===== src/rv_cfg.svh =====
`ifndef RV_CFG_SVH
`define RV_CFG_SVH

// first fetch address after reset
`define RV_RESET_PC 32'h0000_0000

// privileged instruction access
`define RV_INST_PROT 3'b101
// unprivileged data access
`define RV_DATA_PROT 3'b000

`define RV_RESP_OKAY 2'b00
`define RV_RESP_EXOKAY 2'b01

`endif


===== src/rv_pkg.sv =====
package rv_pkg;

  typedef logic [31:0] word_t; // data, address or instruction
  typedef logic [4:0] reg_idx_t;
  typedef logic [2:0] funct3_t;
  typedef logic [3:0] strb_t; // one bit per byte lane
  typedef logic [2:0] prot_t;
  typedef logic [1:0] resp_t;

  // trap causes
  // 0 memory fault
  // 1 illegal instruction or load into x0
  // 2 ecall
  // 3 ebreak
  typedef logic [1:0] trap_code_t;

  // one instruction at a time
  typedef enum logic [2:0] {
    fetch,
    fetch_wait,
    execute,
    mem_wait,
    trapped
  } cpu_state_t;

endpackage


===== src/rv_alu.sv =====
`timescale 1ns/1ns

module rv_alu (
  input  rv_pkg::funct3_t funct3,
  input  logic            alt,
  input  rv_pkg::word_t   a,
  input  rv_pkg::word_t   b,
  output rv_pkg::word_t   result
);
  logic [4:0] shamt;

  assign shamt = b[4:0];

  always_comb begin
    case (funct3)
      3'b000: result = alt ? a - b : a + b;
      3'b001: result = a << shamt;
      3'b010: result = {31'b0, $signed(a) < $signed(b)};
      3'b011: result = {31'b0, a < b};
      3'b100: result = a ^ b;
      3'b101: begin
        // arithmetic or logical right shift
        if (alt) begin
          result = $signed(a) >>> shamt;
        end else begin
          result = a >> shamt;
        end
      end
      3'b110: result = a | b;
      default: result = a & b;
    endcase
  end

endmodule


===== src/rv_axi_master.sv =====
`timescale 1ns/1ns
`include "rv_cfg.svh"

module rv_axi_master (
  input  logic              clk,
  input  logic              reset,
  // request from the core
  input  logic              req,
  input  logic              write,
  input  rv_pkg::word_t     addr,
  input  rv_pkg::prot_t     prot,
  input  rv_pkg::word_t     cpu_wdata, // core store data
  input  rv_pkg::strb_t     cpu_wstrb,
  output logic              done,
  output logic              fault,
  output rv_pkg::word_t     rsp_data,
  // axi4-lite master
  output logic              awvalid,
  input  logic              awready,
  output rv_pkg::word_t     awaddr,
  output rv_pkg::prot_t     awprot,
  output logic              wvalid,
  input  logic              wready,
  output rv_pkg::word_t     wdata,
  output rv_pkg::strb_t     wstrb,
  input  logic              bvalid,
  output logic              bready,
  input  rv_pkg::resp_t     bresp,
  output logic              arvalid,
  input  logic              arready,
  output rv_pkg::word_t     araddr,
  output rv_pkg::prot_t     arprot,
  input  logic              rvalid,
  output logic              rready,
  input  rv_pkg::word_t     rdata,
  input  rv_pkg::resp_t     rresp
);
  typedef enum logic [1:0] {
    bus_idle,
    bus_write,
    bus_read
  } bus_state_t;

  bus_state_t state;
  logic b_hs, r_hs;

  function automatic logic resp_fault(input rv_pkg::resp_t resp);
    return resp != `RV_RESP_OKAY && resp != `RV_RESP_EXOKAY;
  endfunction

  assign b_hs = bvalid && bready;
  assign r_hs = rvalid && rready;
  assign done = b_hs || r_hs; // one cycle, ready drops right after
  assign fault = (b_hs && resp_fault(bresp)) || (r_hs && resp_fault(rresp));
  assign rsp_data = rdata;

  always_ff @(posedge clk) begin
    if (!reset) begin
      state <= bus_idle;
      awvalid <= 1'b0;
      wvalid <= 1'b0;
      bready <= 1'b0;
      arvalid <= 1'b0;
      rready <= 1'b0;
    end else begin
      case (state)
        bus_idle: begin
          if (req && write) begin
            awvalid <= 1'b1;
            wvalid <= 1'b1;
            state <= bus_write;
          end else if (req) begin
            arvalid <= 1'b1;
            state <= bus_read;
          end
        end
        bus_write: begin
          if (awready) awvalid <= 1'b0; // address and data retire independently
          if (wready) wvalid <= 1'b0;
          if (!awvalid && !wvalid && !bready) bready <= 1'b1;
          if (b_hs) begin
            bready <= 1'b0;
            state <= bus_idle;
          end
        end
        bus_read: begin
          if (arvalid && arready) begin
            arvalid <= 1'b0;
            rready <= 1'b1;
          end
          if (r_hs) begin
            rready <= 1'b0;
            state <= bus_idle;
          end
        end
        default: state <= bus_idle;
      endcase
    end
  end

  // payload captured once per request
  always_ff @(posedge clk) begin
    if (state == bus_idle && req) begin
      awaddr <= addr;
      awprot <= prot;
      wdata <= cpu_wdata;
      wstrb <= cpu_wstrb;
      araddr <= addr;
      arprot <= prot;
    end
  end

endmodule


===== src/rv_core.sv =====
`timescale 1ns/1ns
`include "rv_cfg.svh"

module rv_core (
  input  logic               clk,
  input  logic               reset,
  input  logic               done,
  input  logic               fault,
  input  rv_pkg::word_t      rsp_data,
  output logic               req,
  output logic               write,
  output rv_pkg::word_t      addr,
  output rv_pkg::word_t      wdata,
  output rv_pkg::prot_t      prot,
  output rv_pkg::strb_t      wstrb,
  output logic               trap,
  output rv_pkg::trap_code_t trap_code
);
  localparam rv_pkg::trap_code_t trap_mem = 2'd0;
  localparam rv_pkg::trap_code_t trap_illegal = 2'd1;
  localparam rv_pkg::trap_code_t trap_ecall = 2'd2;
  localparam rv_pkg::trap_code_t trap_ebreak = 2'd3;

  rv_pkg::cpu_state_t state;
  rv_pkg::word_t pc;
  rv_pkg::word_t instr;
  rv_pkg::word_t regs [32];

  rv_pkg::reg_idx_t rd, rs1, rs2;
  rv_pkg::funct3_t funct3;
  rv_pkg::word_t imm;
  logic alt, use_imm, is_lui, is_auipc, is_alu;
  logic is_load, is_store, is_ecall, is_ebreak, illegal;

  rv_pkg::word_t rs1_val, rs2_val, alu_a, alu_b, alu_result;
  rv_pkg::funct3_t alu_f3;
  logic alu_alt;
  rv_pkg::word_t lane, load_val, store_data;
  rv_pkg::strb_t store_strb;
  logic misaligned, exec_trap;
  rv_pkg::trap_code_t exec_code;

  rv_decode u_decode (
    .instr, .rd, .rs1, .rs2, .funct3, .alt, .imm, .use_imm, .is_lui, .is_auipc,
    .is_alu, .is_load, .is_store, .is_ecall, .is_ebreak, .illegal
  );

  assign rs1_val = (rs1 == '0) ? '0 : regs[rs1];
  assign rs2_val = (rs2 == '0) ? '0 : regs[rs2];

  // address and auipc go through the adder
  assign alu_a = is_auipc ? pc : rs1_val;
  assign alu_b = use_imm ? imm : rs2_val;
  assign alu_f3 = is_alu ? funct3 : 3'b000;
  assign alu_alt = is_alu && alt && (!use_imm || funct3 == 3'b101);

  rv_alu u_alu (.funct3(alu_f3), .alt(alu_alt), .a(alu_a), .b(alu_b), .result(alu_result));

  assign lane = rsp_data >> {addr[1:0], 3'b000}; // addressed bytes down to bit 0

  always_comb begin
    case (funct3)
      3'b000: load_val = {{24{lane[7]}}, lane[7:0]};
      3'b001: load_val = {{16{lane[15]}}, lane[15:0]};
      3'b100: load_val = {24'b0, lane[7:0]};
      3'b101: load_val = {16'b0, lane[15:0]};
      default: load_val = lane;
    endcase
  end

  always_comb begin
    case (funct3[1:0])
      2'b00: begin
        store_data = {4{rs2_val[7:0]}};
        store_strb = 4'b0001 << alu_result[1:0];
        misaligned = 1'b0;
      end
      2'b01: begin
        store_data = {2{rs2_val[15:0]}};
        store_strb = 4'b0011 << alu_result[1:0];
        misaligned = alu_result[0];
      end
      default: begin
        store_data = rs2_val;
        store_strb = 4'b1111;
        misaligned = |alu_result[1:0];
      end
    endcase
  end

  always_comb begin
    exec_trap = 1'b1;
    exec_code = trap_illegal;
    if (illegal || (is_load && rd == '0)) exec_code = trap_illegal; // no loads into x0
    else if (is_ecall) exec_code = trap_ecall;
    else if (is_ebreak) exec_code = trap_ebreak;
    else if ((is_load || is_store) && misaligned) exec_code = trap_mem;
    else exec_trap = 1'b0;
  end

  always_ff @(posedge clk) begin
    if (!reset) begin
      state <= rv_pkg::fetch;
      pc <= `RV_RESET_PC;
      req <= 1'b0;
      trap <= 1'b0;
      trap_code <= '0;
      for (int i = 0; i < 32; i++) begin
        regs[i] <= '0;
      end
    end else begin
      req <= 1'b0;
      case (state)
        rv_pkg::fetch: begin
          req <= 1'b1;
          state <= rv_pkg::fetch_wait;
        end
        rv_pkg::fetch_wait: begin
          if (done && fault) begin
            trap <= 1'b1;
            trap_code <= trap_mem;
            state <= rv_pkg::trapped;
          end else if (done) begin
            state <= rv_pkg::execute;
          end
        end
        rv_pkg::execute: begin
          if (exec_trap) begin
            trap <= 1'b1;
            trap_code <= exec_code;
            state <= rv_pkg::trapped;
          end else if (is_load || is_store) begin
            req <= 1'b1;
            state <= rv_pkg::mem_wait;
          end else begin
            if (rd != '0) regs[rd] <= is_lui ? imm : alu_result;
            pc <= pc + 32'd4;
            state <= rv_pkg::fetch;
          end
        end
        rv_pkg::mem_wait: begin
          if (done && fault) begin
            trap <= 1'b1;
            trap_code <= trap_mem;
            state <= rv_pkg::trapped;
          end else if (done) begin
            if (is_load) regs[rd] <= load_val;
            pc <= pc + 32'd4;
            state <= rv_pkg::fetch;
          end
        end
        rv_pkg::trapped: state <= rv_pkg::trapped; // held until reset
        default: state <= rv_pkg::fetch;
      endcase
    end
  end

  // request payload and instruction latch
  always_ff @(posedge clk) begin
    if (state == rv_pkg::fetch) begin
      write <= 1'b0;
      addr <= pc;
      prot <= `RV_INST_PROT;
      wstrb <= '0;
    end
    if (state == rv_pkg::fetch_wait && done) instr <= rsp_data;
    if (state == rv_pkg::execute) begin
      write <= is_store;
      addr <= alu_result;
      prot <= `RV_DATA_PROT;
      wdata <= store_data;
      wstrb <= is_store ? store_strb : '0;
    end
  end

endmodule


===== src/rv_decode.sv =====
`timescale 1ns/1ns

module rv_decode (
  input  rv_pkg::word_t    instr,
  output rv_pkg::reg_idx_t rd,
  output rv_pkg::reg_idx_t rs1,
  output rv_pkg::reg_idx_t rs2,
  output rv_pkg::funct3_t  funct3,
  output logic             alt,
  output rv_pkg::word_t    imm,
  output logic             use_imm,
  output logic             is_lui,
  output logic             is_auipc,
  output logic             is_alu,
  output logic             is_load,
  output logic             is_store,
  output logic             is_ecall,
  output logic             is_ebreak,
  output logic             illegal
);
  localparam logic [6:0] op_lui = 7'b0110111;
  localparam logic [6:0] op_auipc = 7'b0010111;
  localparam logic [6:0] op_imm = 7'b0010011;
  localparam logic [6:0] op_reg = 7'b0110011;
  localparam logic [6:0] op_load = 7'b0000011;
  localparam logic [6:0] op_store = 7'b0100011;

  logic [6:0] opcode;
  logic [6:0] funct7;
  logic imm_ok, reg_ok;

  assign opcode = instr[6:0];
  assign funct7 = instr[31:25];
  assign rd = instr[11:7];
  assign rs1 = instr[19:15];
  assign rs2 = instr[24:20];
  assign funct3 = instr[14:12];
  assign alt = instr[30]; // sub / sra select

  // shift immediates only allow srai as the alternate form
  assign imm_ok = (funct3 == 3'b001) ? (funct7 == 7'b0000000) :
                  (funct3 == 3'b101) ? (funct7 == 7'b0000000 || funct7 == 7'b0100000) : 1'b1;
  assign reg_ok = (funct7 == 7'b0000000) ||
                  (funct7 == 7'b0100000 && (funct3 == 3'b000 || funct3 == 3'b101));

  assign is_lui = opcode == op_lui;
  assign is_auipc = opcode == op_auipc;
  assign is_alu = (opcode == op_imm && imm_ok) || (opcode == op_reg && reg_ok);
  assign is_load = opcode == op_load && funct3 != 3'b011 && funct3[2:1] != 2'b11;
  assign is_store = opcode == op_store && funct3[2] == 1'b0 && funct3[1:0] != 2'b11;
  assign is_ecall = instr == 32'h0000_0073;
  assign is_ebreak = instr == 32'h0010_0073;
  assign use_imm = opcode != op_reg;

  // branches, jumps, fence and csr land here too
  assign illegal = !(is_lui || is_auipc || is_alu || is_load || is_store ||
                     is_ecall || is_ebreak);

  always_comb begin
    case (opcode)
      op_store: imm = {{20{instr[31]}}, instr[31:25], instr[11:7]};
      op_lui, op_auipc: imm = {instr[31:12], 12'b0};
      default: imm = {{20{instr[31]}}, instr[31:20]}; // i-type
    endcase
  end

endmodule


===== src/rv_top.sv =====
`timescale 1ns/1ns

module rv_top (
  input  logic               clk,
  input  logic               reset,
  output logic               awvalid,
  input  logic               awready,
  output rv_pkg::word_t      awaddr,
  output rv_pkg::prot_t      awprot,
  output logic               wvalid,
  input  logic               wready,
  output rv_pkg::word_t      wdata,
  output rv_pkg::strb_t      wstrb,
  input  logic               bvalid,
  output logic               bready,
  input  rv_pkg::resp_t      bresp,
  output logic               arvalid,
  input  logic               arready,
  output rv_pkg::word_t      araddr,
  output rv_pkg::prot_t      arprot,
  input  logic               rvalid,
  output logic               rready,
  input  rv_pkg::word_t      rdata,
  input  rv_pkg::resp_t      rresp,
  output logic               trap,
  output rv_pkg::trap_code_t trap_code
);
  logic mem_req, mem_write, mem_done, mem_fault;
  rv_pkg::word_t mem_addr, mem_wdata, mem_rdata;
  rv_pkg::prot_t mem_prot;
  rv_pkg::strb_t mem_wstrb;

  rv_core u_core (
    .clk, .reset, .done(mem_done), .fault(mem_fault), .rsp_data(mem_rdata),
    .req(mem_req), .write(mem_write), .addr(mem_addr), .wdata(mem_wdata),
    .prot(mem_prot), .wstrb(mem_wstrb), .trap, .trap_code
  );

  rv_axi_master u_axi (
    .clk, .reset, .req(mem_req), .write(mem_write), .addr(mem_addr), .prot(mem_prot),
    .cpu_wdata(mem_wdata), .cpu_wstrb(mem_wstrb), .done(mem_done), .fault(mem_fault),
    .rsp_data(mem_rdata), .awvalid, .awready, .awaddr, .awprot, .wvalid, .wready,
    .wdata, .wstrb, .bvalid, .bready, .bresp, .arvalid, .arready, .araddr, .arprot,
    .rvalid, .rready, .rdata, .rresp
  );

endmodule


===== config.mk =====
export PLATFORM = sky130hd
export DESIGN_NAME = rv_top
export DESIGN_NICKNAME = d
export VERILOG_FILES = /design/src/rv_pkg.sv /design/src/rv_alu.sv /design/src/rv_axi_master.sv /design/src/rv_core.sv /design/src/rv_decode.sv /design/src/rv_top.sv
export VERILOG_INCLUDE_DIRS = /design/src
export SDC_FILE = /design/constraint.sdc
export NUM_CORES = 2
export LEC_CHECK = 0
export ABC_CLOCK_PERIOD_IN_PS = 10000
export BUFFER_PORTS_ARGS = -buffer_cell sky130_fd_sc_hd__buf_2
export CELL_PAD_IN_SITES_DETAIL_PLACEMENT = 2
export CELL_PAD_IN_SITES_GLOBAL_PLACEMENT = 2
export CORE_ASPECT_RATIO = 1.5
export CORE_MARGIN = 2
export CORE_UTILIZATION = 45
export DETAILED_ROUTE_END_ITERATION = 8
export GPL_TIMING_DRIVEN = 1
export PLACE_DENSITY = 0.82
export SLEW_MARGIN = 20
export SYNTH_ARGS = -nofsm -noshare
export SYNTH_HDL_FRONTEND = slang
export SYNTH_SLANG_ARGS = --single-unit

===== constraint.sdc =====
create_clock -name clk -period 10 [get_ports clk]
set_input_delay 1.5 -clock clk [delete_from_list [all_inputs] [get_ports clk]]
set_output_delay 1.5 -clock clk [all_outputs]
set_load 0.005 [all_outputs]

**Word level (Yosys, flattened, before mapping)**

Memories as Yosys holds them, arrays and structs flattened. A register that Yosys moved wholly into a read port is not among the register bits.
Cells that the tools add are included.

- Register bits after elaboration: 217
- Bits in writable memories: 1,024
- Input port bits: 43
- Output and inout bits: 114
- Word-level logic and storage cells: 251
- Memories: 1

Memories:

| memory | depth | bits a word | rd ports | clocked after memory_dff | write ports | RTL line | text |
|---|---|---|---|---|---|---|---|
| u_core.regs | 32 | 32 | 2 | 2 | 32 | rv_core.sv:27 | `rv_pkg::word_t regs [32];` |

- $add $sub $neg: 3
- $lt $le $gt $ge: 2
- Eq/ne operators: 48
- Shifts and indexed selects: 6
- Multiplexer cells: 89
- Bitwise gates (word level): 5
- Reduce and logical (&&, ||, !) cells: 76

Operators by type and width:

| cell | count |
|---|---|
| two-way mux 32 bit | 15 |
| one-hot mux 32 bit (7 select lines) | 1 |
| one-hot mux 32 bit (2 select lines) | 2 |
| one-hot mux 32 bit (4 select lines) | 1 |
| less-than comparator 32 bit | 2 |
| right shift 32 x 5 -> 32 bit | 2 |
| one-hot mux 31 bit (2 select lines) | 1 |
| two-way mux 1 bit | 37 |
| adder 32 x 3 -> 32 bit (second input constant) | 1 |
| adder 32 bit | 1 |
| bitwise AND 32 bit | 1 |
| == test 32 x 21 -> 1 bit (second input constant) | 1 |
| == test 32 x 7 -> 1 bit (second input constant) | 1 |
| OR 32 bit | 1 |
| OR reduction 32 bit | 1 |
| left shift 32 x 5 -> 32 bit | 1 |
| >>> shifter 32 x 5 -> 32 bit | 1 |
| subtractor 32 bit | 1 |
| bitwise XOR 32 bit | 1 |
| == test 7 x 6 -> 1 bit (second input constant) | 4 |
| logical AND 1 bit | 24 |
| two-way mux 2 bit | 10 |
| == test 3 bit (second input constant) | 6 |
| two-way mux 3 bit | 6 |
| 35 further kinds | 107 |

**Longest topological paths before layout**

- Depth in word-level cells: 24
- Mapped depth: 31
- Depth with buffers taken out: 22

**Cells and area by module**

From an unflattened synthesis, not the netlist that was laid out.

- Cell total of the unflattened synthesis: 6,145
- Area, all modules: 72,726.0 µm²

By module, submodules not included:

| module | times used | cells an instance | area each (µm²) | seq. area each (µm²) |
|---|---|---|---|---|
| rv_core | 1 | 4,539 | 59,861.2 | 34,543.1 |
| rv_alu | 1 | 1,323 | 9,156.3 | 0.0 |
| rv_axi_master | 1 | 177 | 3,014.1 | 2,272.2 |
| rv_decode | 1 | 106 | 694.4 | 0.0 |

**Least setup slack after synthesis**

OpenSTA, ideal clock, no wires.

- Path type: register to register
- Start: register with a tool-made name
- End: memory u_core.regs[10][30] in the netlist's numbering (data pin)
- Setup time: 270 ps
- Data arrival time: 7,054 ps
- Required time: 9,730 ps
- Path slack: 2,676 ps
- Stages on the path, launching flop included: 29
- Buffers on the path: 8
- Period minus slack after synthesis: 7,324 ps
- Cells stage by stage: dfxtp_1 > buf_6 > buf_4 > buf_2 > clkbuf_1 > clkbuf_1 > clkbuf_1 > mux4_2 > mux4_2 > nand2_1 > a21oi_1 > nand2_1 > nand2_1 > ha_1 > clkbuf_1 > inv_1 > a221o_1 > a2111oi_0 > o21ai_0 > a2111oi_0 > nor2_1 > a221oi_1 > o311ai_0 > o21a_1 > mux2i_1 > a2111oi_2 > o31a_1 > buf_2 > nor3_1

RTL lines:

| element | RTL line |
|---|---|
| to (decl) | rv_core.sv:27 |

==> flow_summary.yaml <==
critical_path:
  reg2regPathDepth: 25
  cp-start-kind: "flop"
  r2r_setup_slack_ns: 0.42
  critical_path.max_fanout: 42
  crit_path_end_kind: "flop"
  worstSetupEndpoint: "u_core.regs[24][30]"
  critPathArrivalTime_ns: 10.14
  timing.rr.end: "u_core.regs[24][30]"
  worst-setup-path-type: "reg -> reg"
  cp_data_required_time_ns: 10.56
layout:
  drive_above_1_share_pct: 25.4
  fin_nets: 5983
  final_util_pct: 49.8
  synthToLayoutAreaGrowth_pct: 10.3
timing:
  maxSlewViolCount: 0
  worstMarginPinSlew_ns: 1.33
  finalSetupTns_ns: 0
  hold_viol: 0
  fin_worst_skew_ns: 0.0706
  fin_crit_sh_pct: 95.8
  fmax_ghz: 0.104
  fin_crit_ns: 9.58
  setup-violations-final: 0
  rsz0062_at_grt: "no"
  slew_headroom_pct: 8.81
synth:
  synth-edff-count: 1194
  synthFlopType: "edfxtp_1"
  ys_ff_latch: 1249
  synth_cell_types: 114
  yosysSeqAreaShare_pct: 50.6
  yosysWarnings: 0
  synth_area_sq_um: 73100
  syn_inst: 5894
  async_reset_ff_share_pct: 0
  avgSynthCellArea_sq_um: 12.4
global_routing:
  antenna_found_initial: 63
  grt_max_degree: 103
  grt_pass1_vias: 67000
  grt_pass1_wl_um: 580000
  grt-ovfl-total: 0
  grt_usage_pct: 51.2
routing:
  antenna_left: 0
  wl_per_cell_um: 52.0
  dr.pass1.iters: 9
  vias_per_cell: 8.09
  vias: 65400
  drt_wl_total_um: 421000
  drc: 2
  first_iter_violations: 11400
floorplan:
  die_height_um: 497
  coreArea_sq_um: 162000
  pin_count: 157
  fp.dieW_um: 333
  rows: 181
  start_util_pct: 45.2
  dieArea_sq_um: 166000
pwr:
  p_leak_uw: 0.0285
  powerDensity_nw_per_um2: 154
  max-vdd-ir-drop_mv: 0.182
  fin_total_pwr_uw: 12400
clock_tree:
  clk_latency_ns: 0.93
  cts_resized: 0
  cts_hold_buf: 0
  cts.path.max_buffers: 3
  clock_sinks: 1249
  numCtsBuffers: 120
  cts_setup_buffers: 0
  cts_tree: "yes"
  root_buffer: "clkbuf_16"
  clkTransAtPathRegs_ns: 0.08
  htreeDepth: 3
placed_design:
  gp_congestion: 1.04
  dp_hpwl_um: 261000
  io_buffers: 152
status:
  violations: "DRC"
  status: "finished, violations left"
worst_hold_path:
  hp-class: "reg -> reg"
run:
  max_cap_viol_count: 0
## kinds of logic after synthesis
| kind of cell | Yosys count | synth area share, % |
|---|---|---|
| buffers and inverters | 746 | 4.98 |
| AND/OR/NAND/NOR | 1990 | 12.3 |
| other | 1 | 0.00513 |
| multiplexers | 826 | 21.0 |
| adder cells (fa/ha/maj) | 100 | 1.73 |
| XOR/XNOR | 44 | 0.528 |
| AO/OA/AOI/OAI | 938 | 8.86 |
| flip-flops | 1249 | 50.6 |
## worst min-delay path by stage
stage	slack [ns]	start	to	depth (start not counted)
6_report	0.42	u_core.wdata[2]	u_axi.wdata[2]	0
5_1_grt	0.43	u_core.wdata[2]	u_axi.wdata[2]	0
4_1_cts	0.42	u_core.addr[7]	u_axi.awaddr[7]	0
3_5_place_dp	0.41	u_core.wdata[2]	u_axi.wdata[2]	0
3_3_place_gp	0.40	u_core.addr[10]	u_axi.awaddr[10]	0
2_1_floorplan	0.40	u_core.addr[10]	u_axi.awaddr[10]	0
## layout by cell type (no fill, tap or decap), types with 26 or more instances in the layout
cell type,synthesis,final
nor3_1,520,517
xnor2_1,31,31
and3_1,34,33
buf_2,142,152
buf_4,81,264
a31oi_1,33,29
mux4_2,560,560
a21oi_2,3,26
dfxtp_1,55,46
a21o_1,38,37
ha_1,98,98
nand2_1,433,367
mux2i_1,201,198
a22oi_1,46,44
inv_1,102,101
nand2_2,0,58
nor2_1,740,734
mux2_2,63,63
diode_2,0,51
clkbuf_1,320,27
edfxtp_1,1194,1194
a21oi_1,257,226
clkbuf_16,0,120
nand3_1,58,58
a211oi_1,69,67
o21ai_0,157,145
## cell type report
| type | instances | area (sq um) |
|---|---|---|
| clock buffer | 147 | 3100 |
| timing repair buffer | 447 | 3330 |
| sequential | 1249 | 37000 |
| antenna | 51 | 128 |
| fill | 15300 | 81100 |
| inverter | 122 | 464 |
| multi-input combinational | 3900 | 33200 |
| clock inverter | 74 | 802 |
| tap | 2104 | 2630 |
## report_power, final
part	internal, uW	total (uW)	switching, uW
registers	5890	6050	154
clock network	2530	4900	2370
logic	425	1480	1060
## critical path, cell delays in order (launching register included)
cell and delay (ns):
dfxtp_4 0.99, buf_12 0.40, buf_4 0.44, mux4_2 0.60, mux4_2 0.48, nand2_1 0.27, nand2_1 0.68, nand2_1 0.59
o21ai_0 0.25, ha_1 0.59, nand2b_1 0.09, a21o_1 0.18, a21oi_1 0.23, nor3_1 0.11, buf_4 0.18, a2111oi_0 0.42
buf_4 0.25, nor2_1 0.12, a221oi_1 0.54, o311ai_0 0.22, o21a_1 0.16, mux2i_1 0.13, a2111oi_2 0.45, o31a_1 0.20
buf_4 0.39, nor3_1 0.15
## per-layer routing
metal | GRT usage [%] | wire, um
met1 | 51.0 | 121000
met2 | 75.6 | 187000
met3 | 25.2 | 58600
met4 | 51.1 | 53300
met5 | 6.79 | 864
## metrics by stage
stage | worst slack [ns] | instances | hold WS [ns] | cell area, sq um
after global routing | 0.144 | 8063 | 0.432 | 80500
after floorplan | 2.68 | 5895 | 0.400 | 73100
after detailed placement | 1.27 | 7808 | 0.405 | 76100
final | 0.420 | 8094 | 0.422 | 80600
after CTS | 1.10 | 8029 | 0.418 | 80000
after global placement | 1.46 | 7808 | 0.401 | 76100
## state kept, by name, summed over array words and instances (netlist names), 2 cells and up, named ones only
name and count:
u_core.wstrb 4, u_axi.state 2, u_core.pc 30, u_axi.awaddr 32
u_core.addr 32, u_core.trap_code 2, u_core.regs 1024, u_axi.wdata 32
u_axi.wstrb 4, u_core.instr 32, u_core.wdata 32, u_core.state 3
## synth_stat cells, types with 31 or more instances
master,n,area [sq um]
a211oi_1,69,518
a21o_1,38,285
a21oi_1,257,1290
a22oi_1,46,345
a31oi_1,33,206
and3_1,34,213
buf_1,38,143
buf_2,142,711
buf_4,81,608
buf_6,39,439
clkbuf_1,320,1200
dfxtp_1,55,1100
edfxtp_1,1194,35900
ha_1,98,1230
inv_1,102,383
mux2_2,63,709
mux2i_1,201,2010
mux4_2,560,12600
nand2_1,433,1630
nand3_1,58,290
nor2_1,740,2780
nor3_1,520,2600
o21ai_0,157,786
xnor2_1,31,272
No activity file was read; power rests on OpenSTA's default activity.
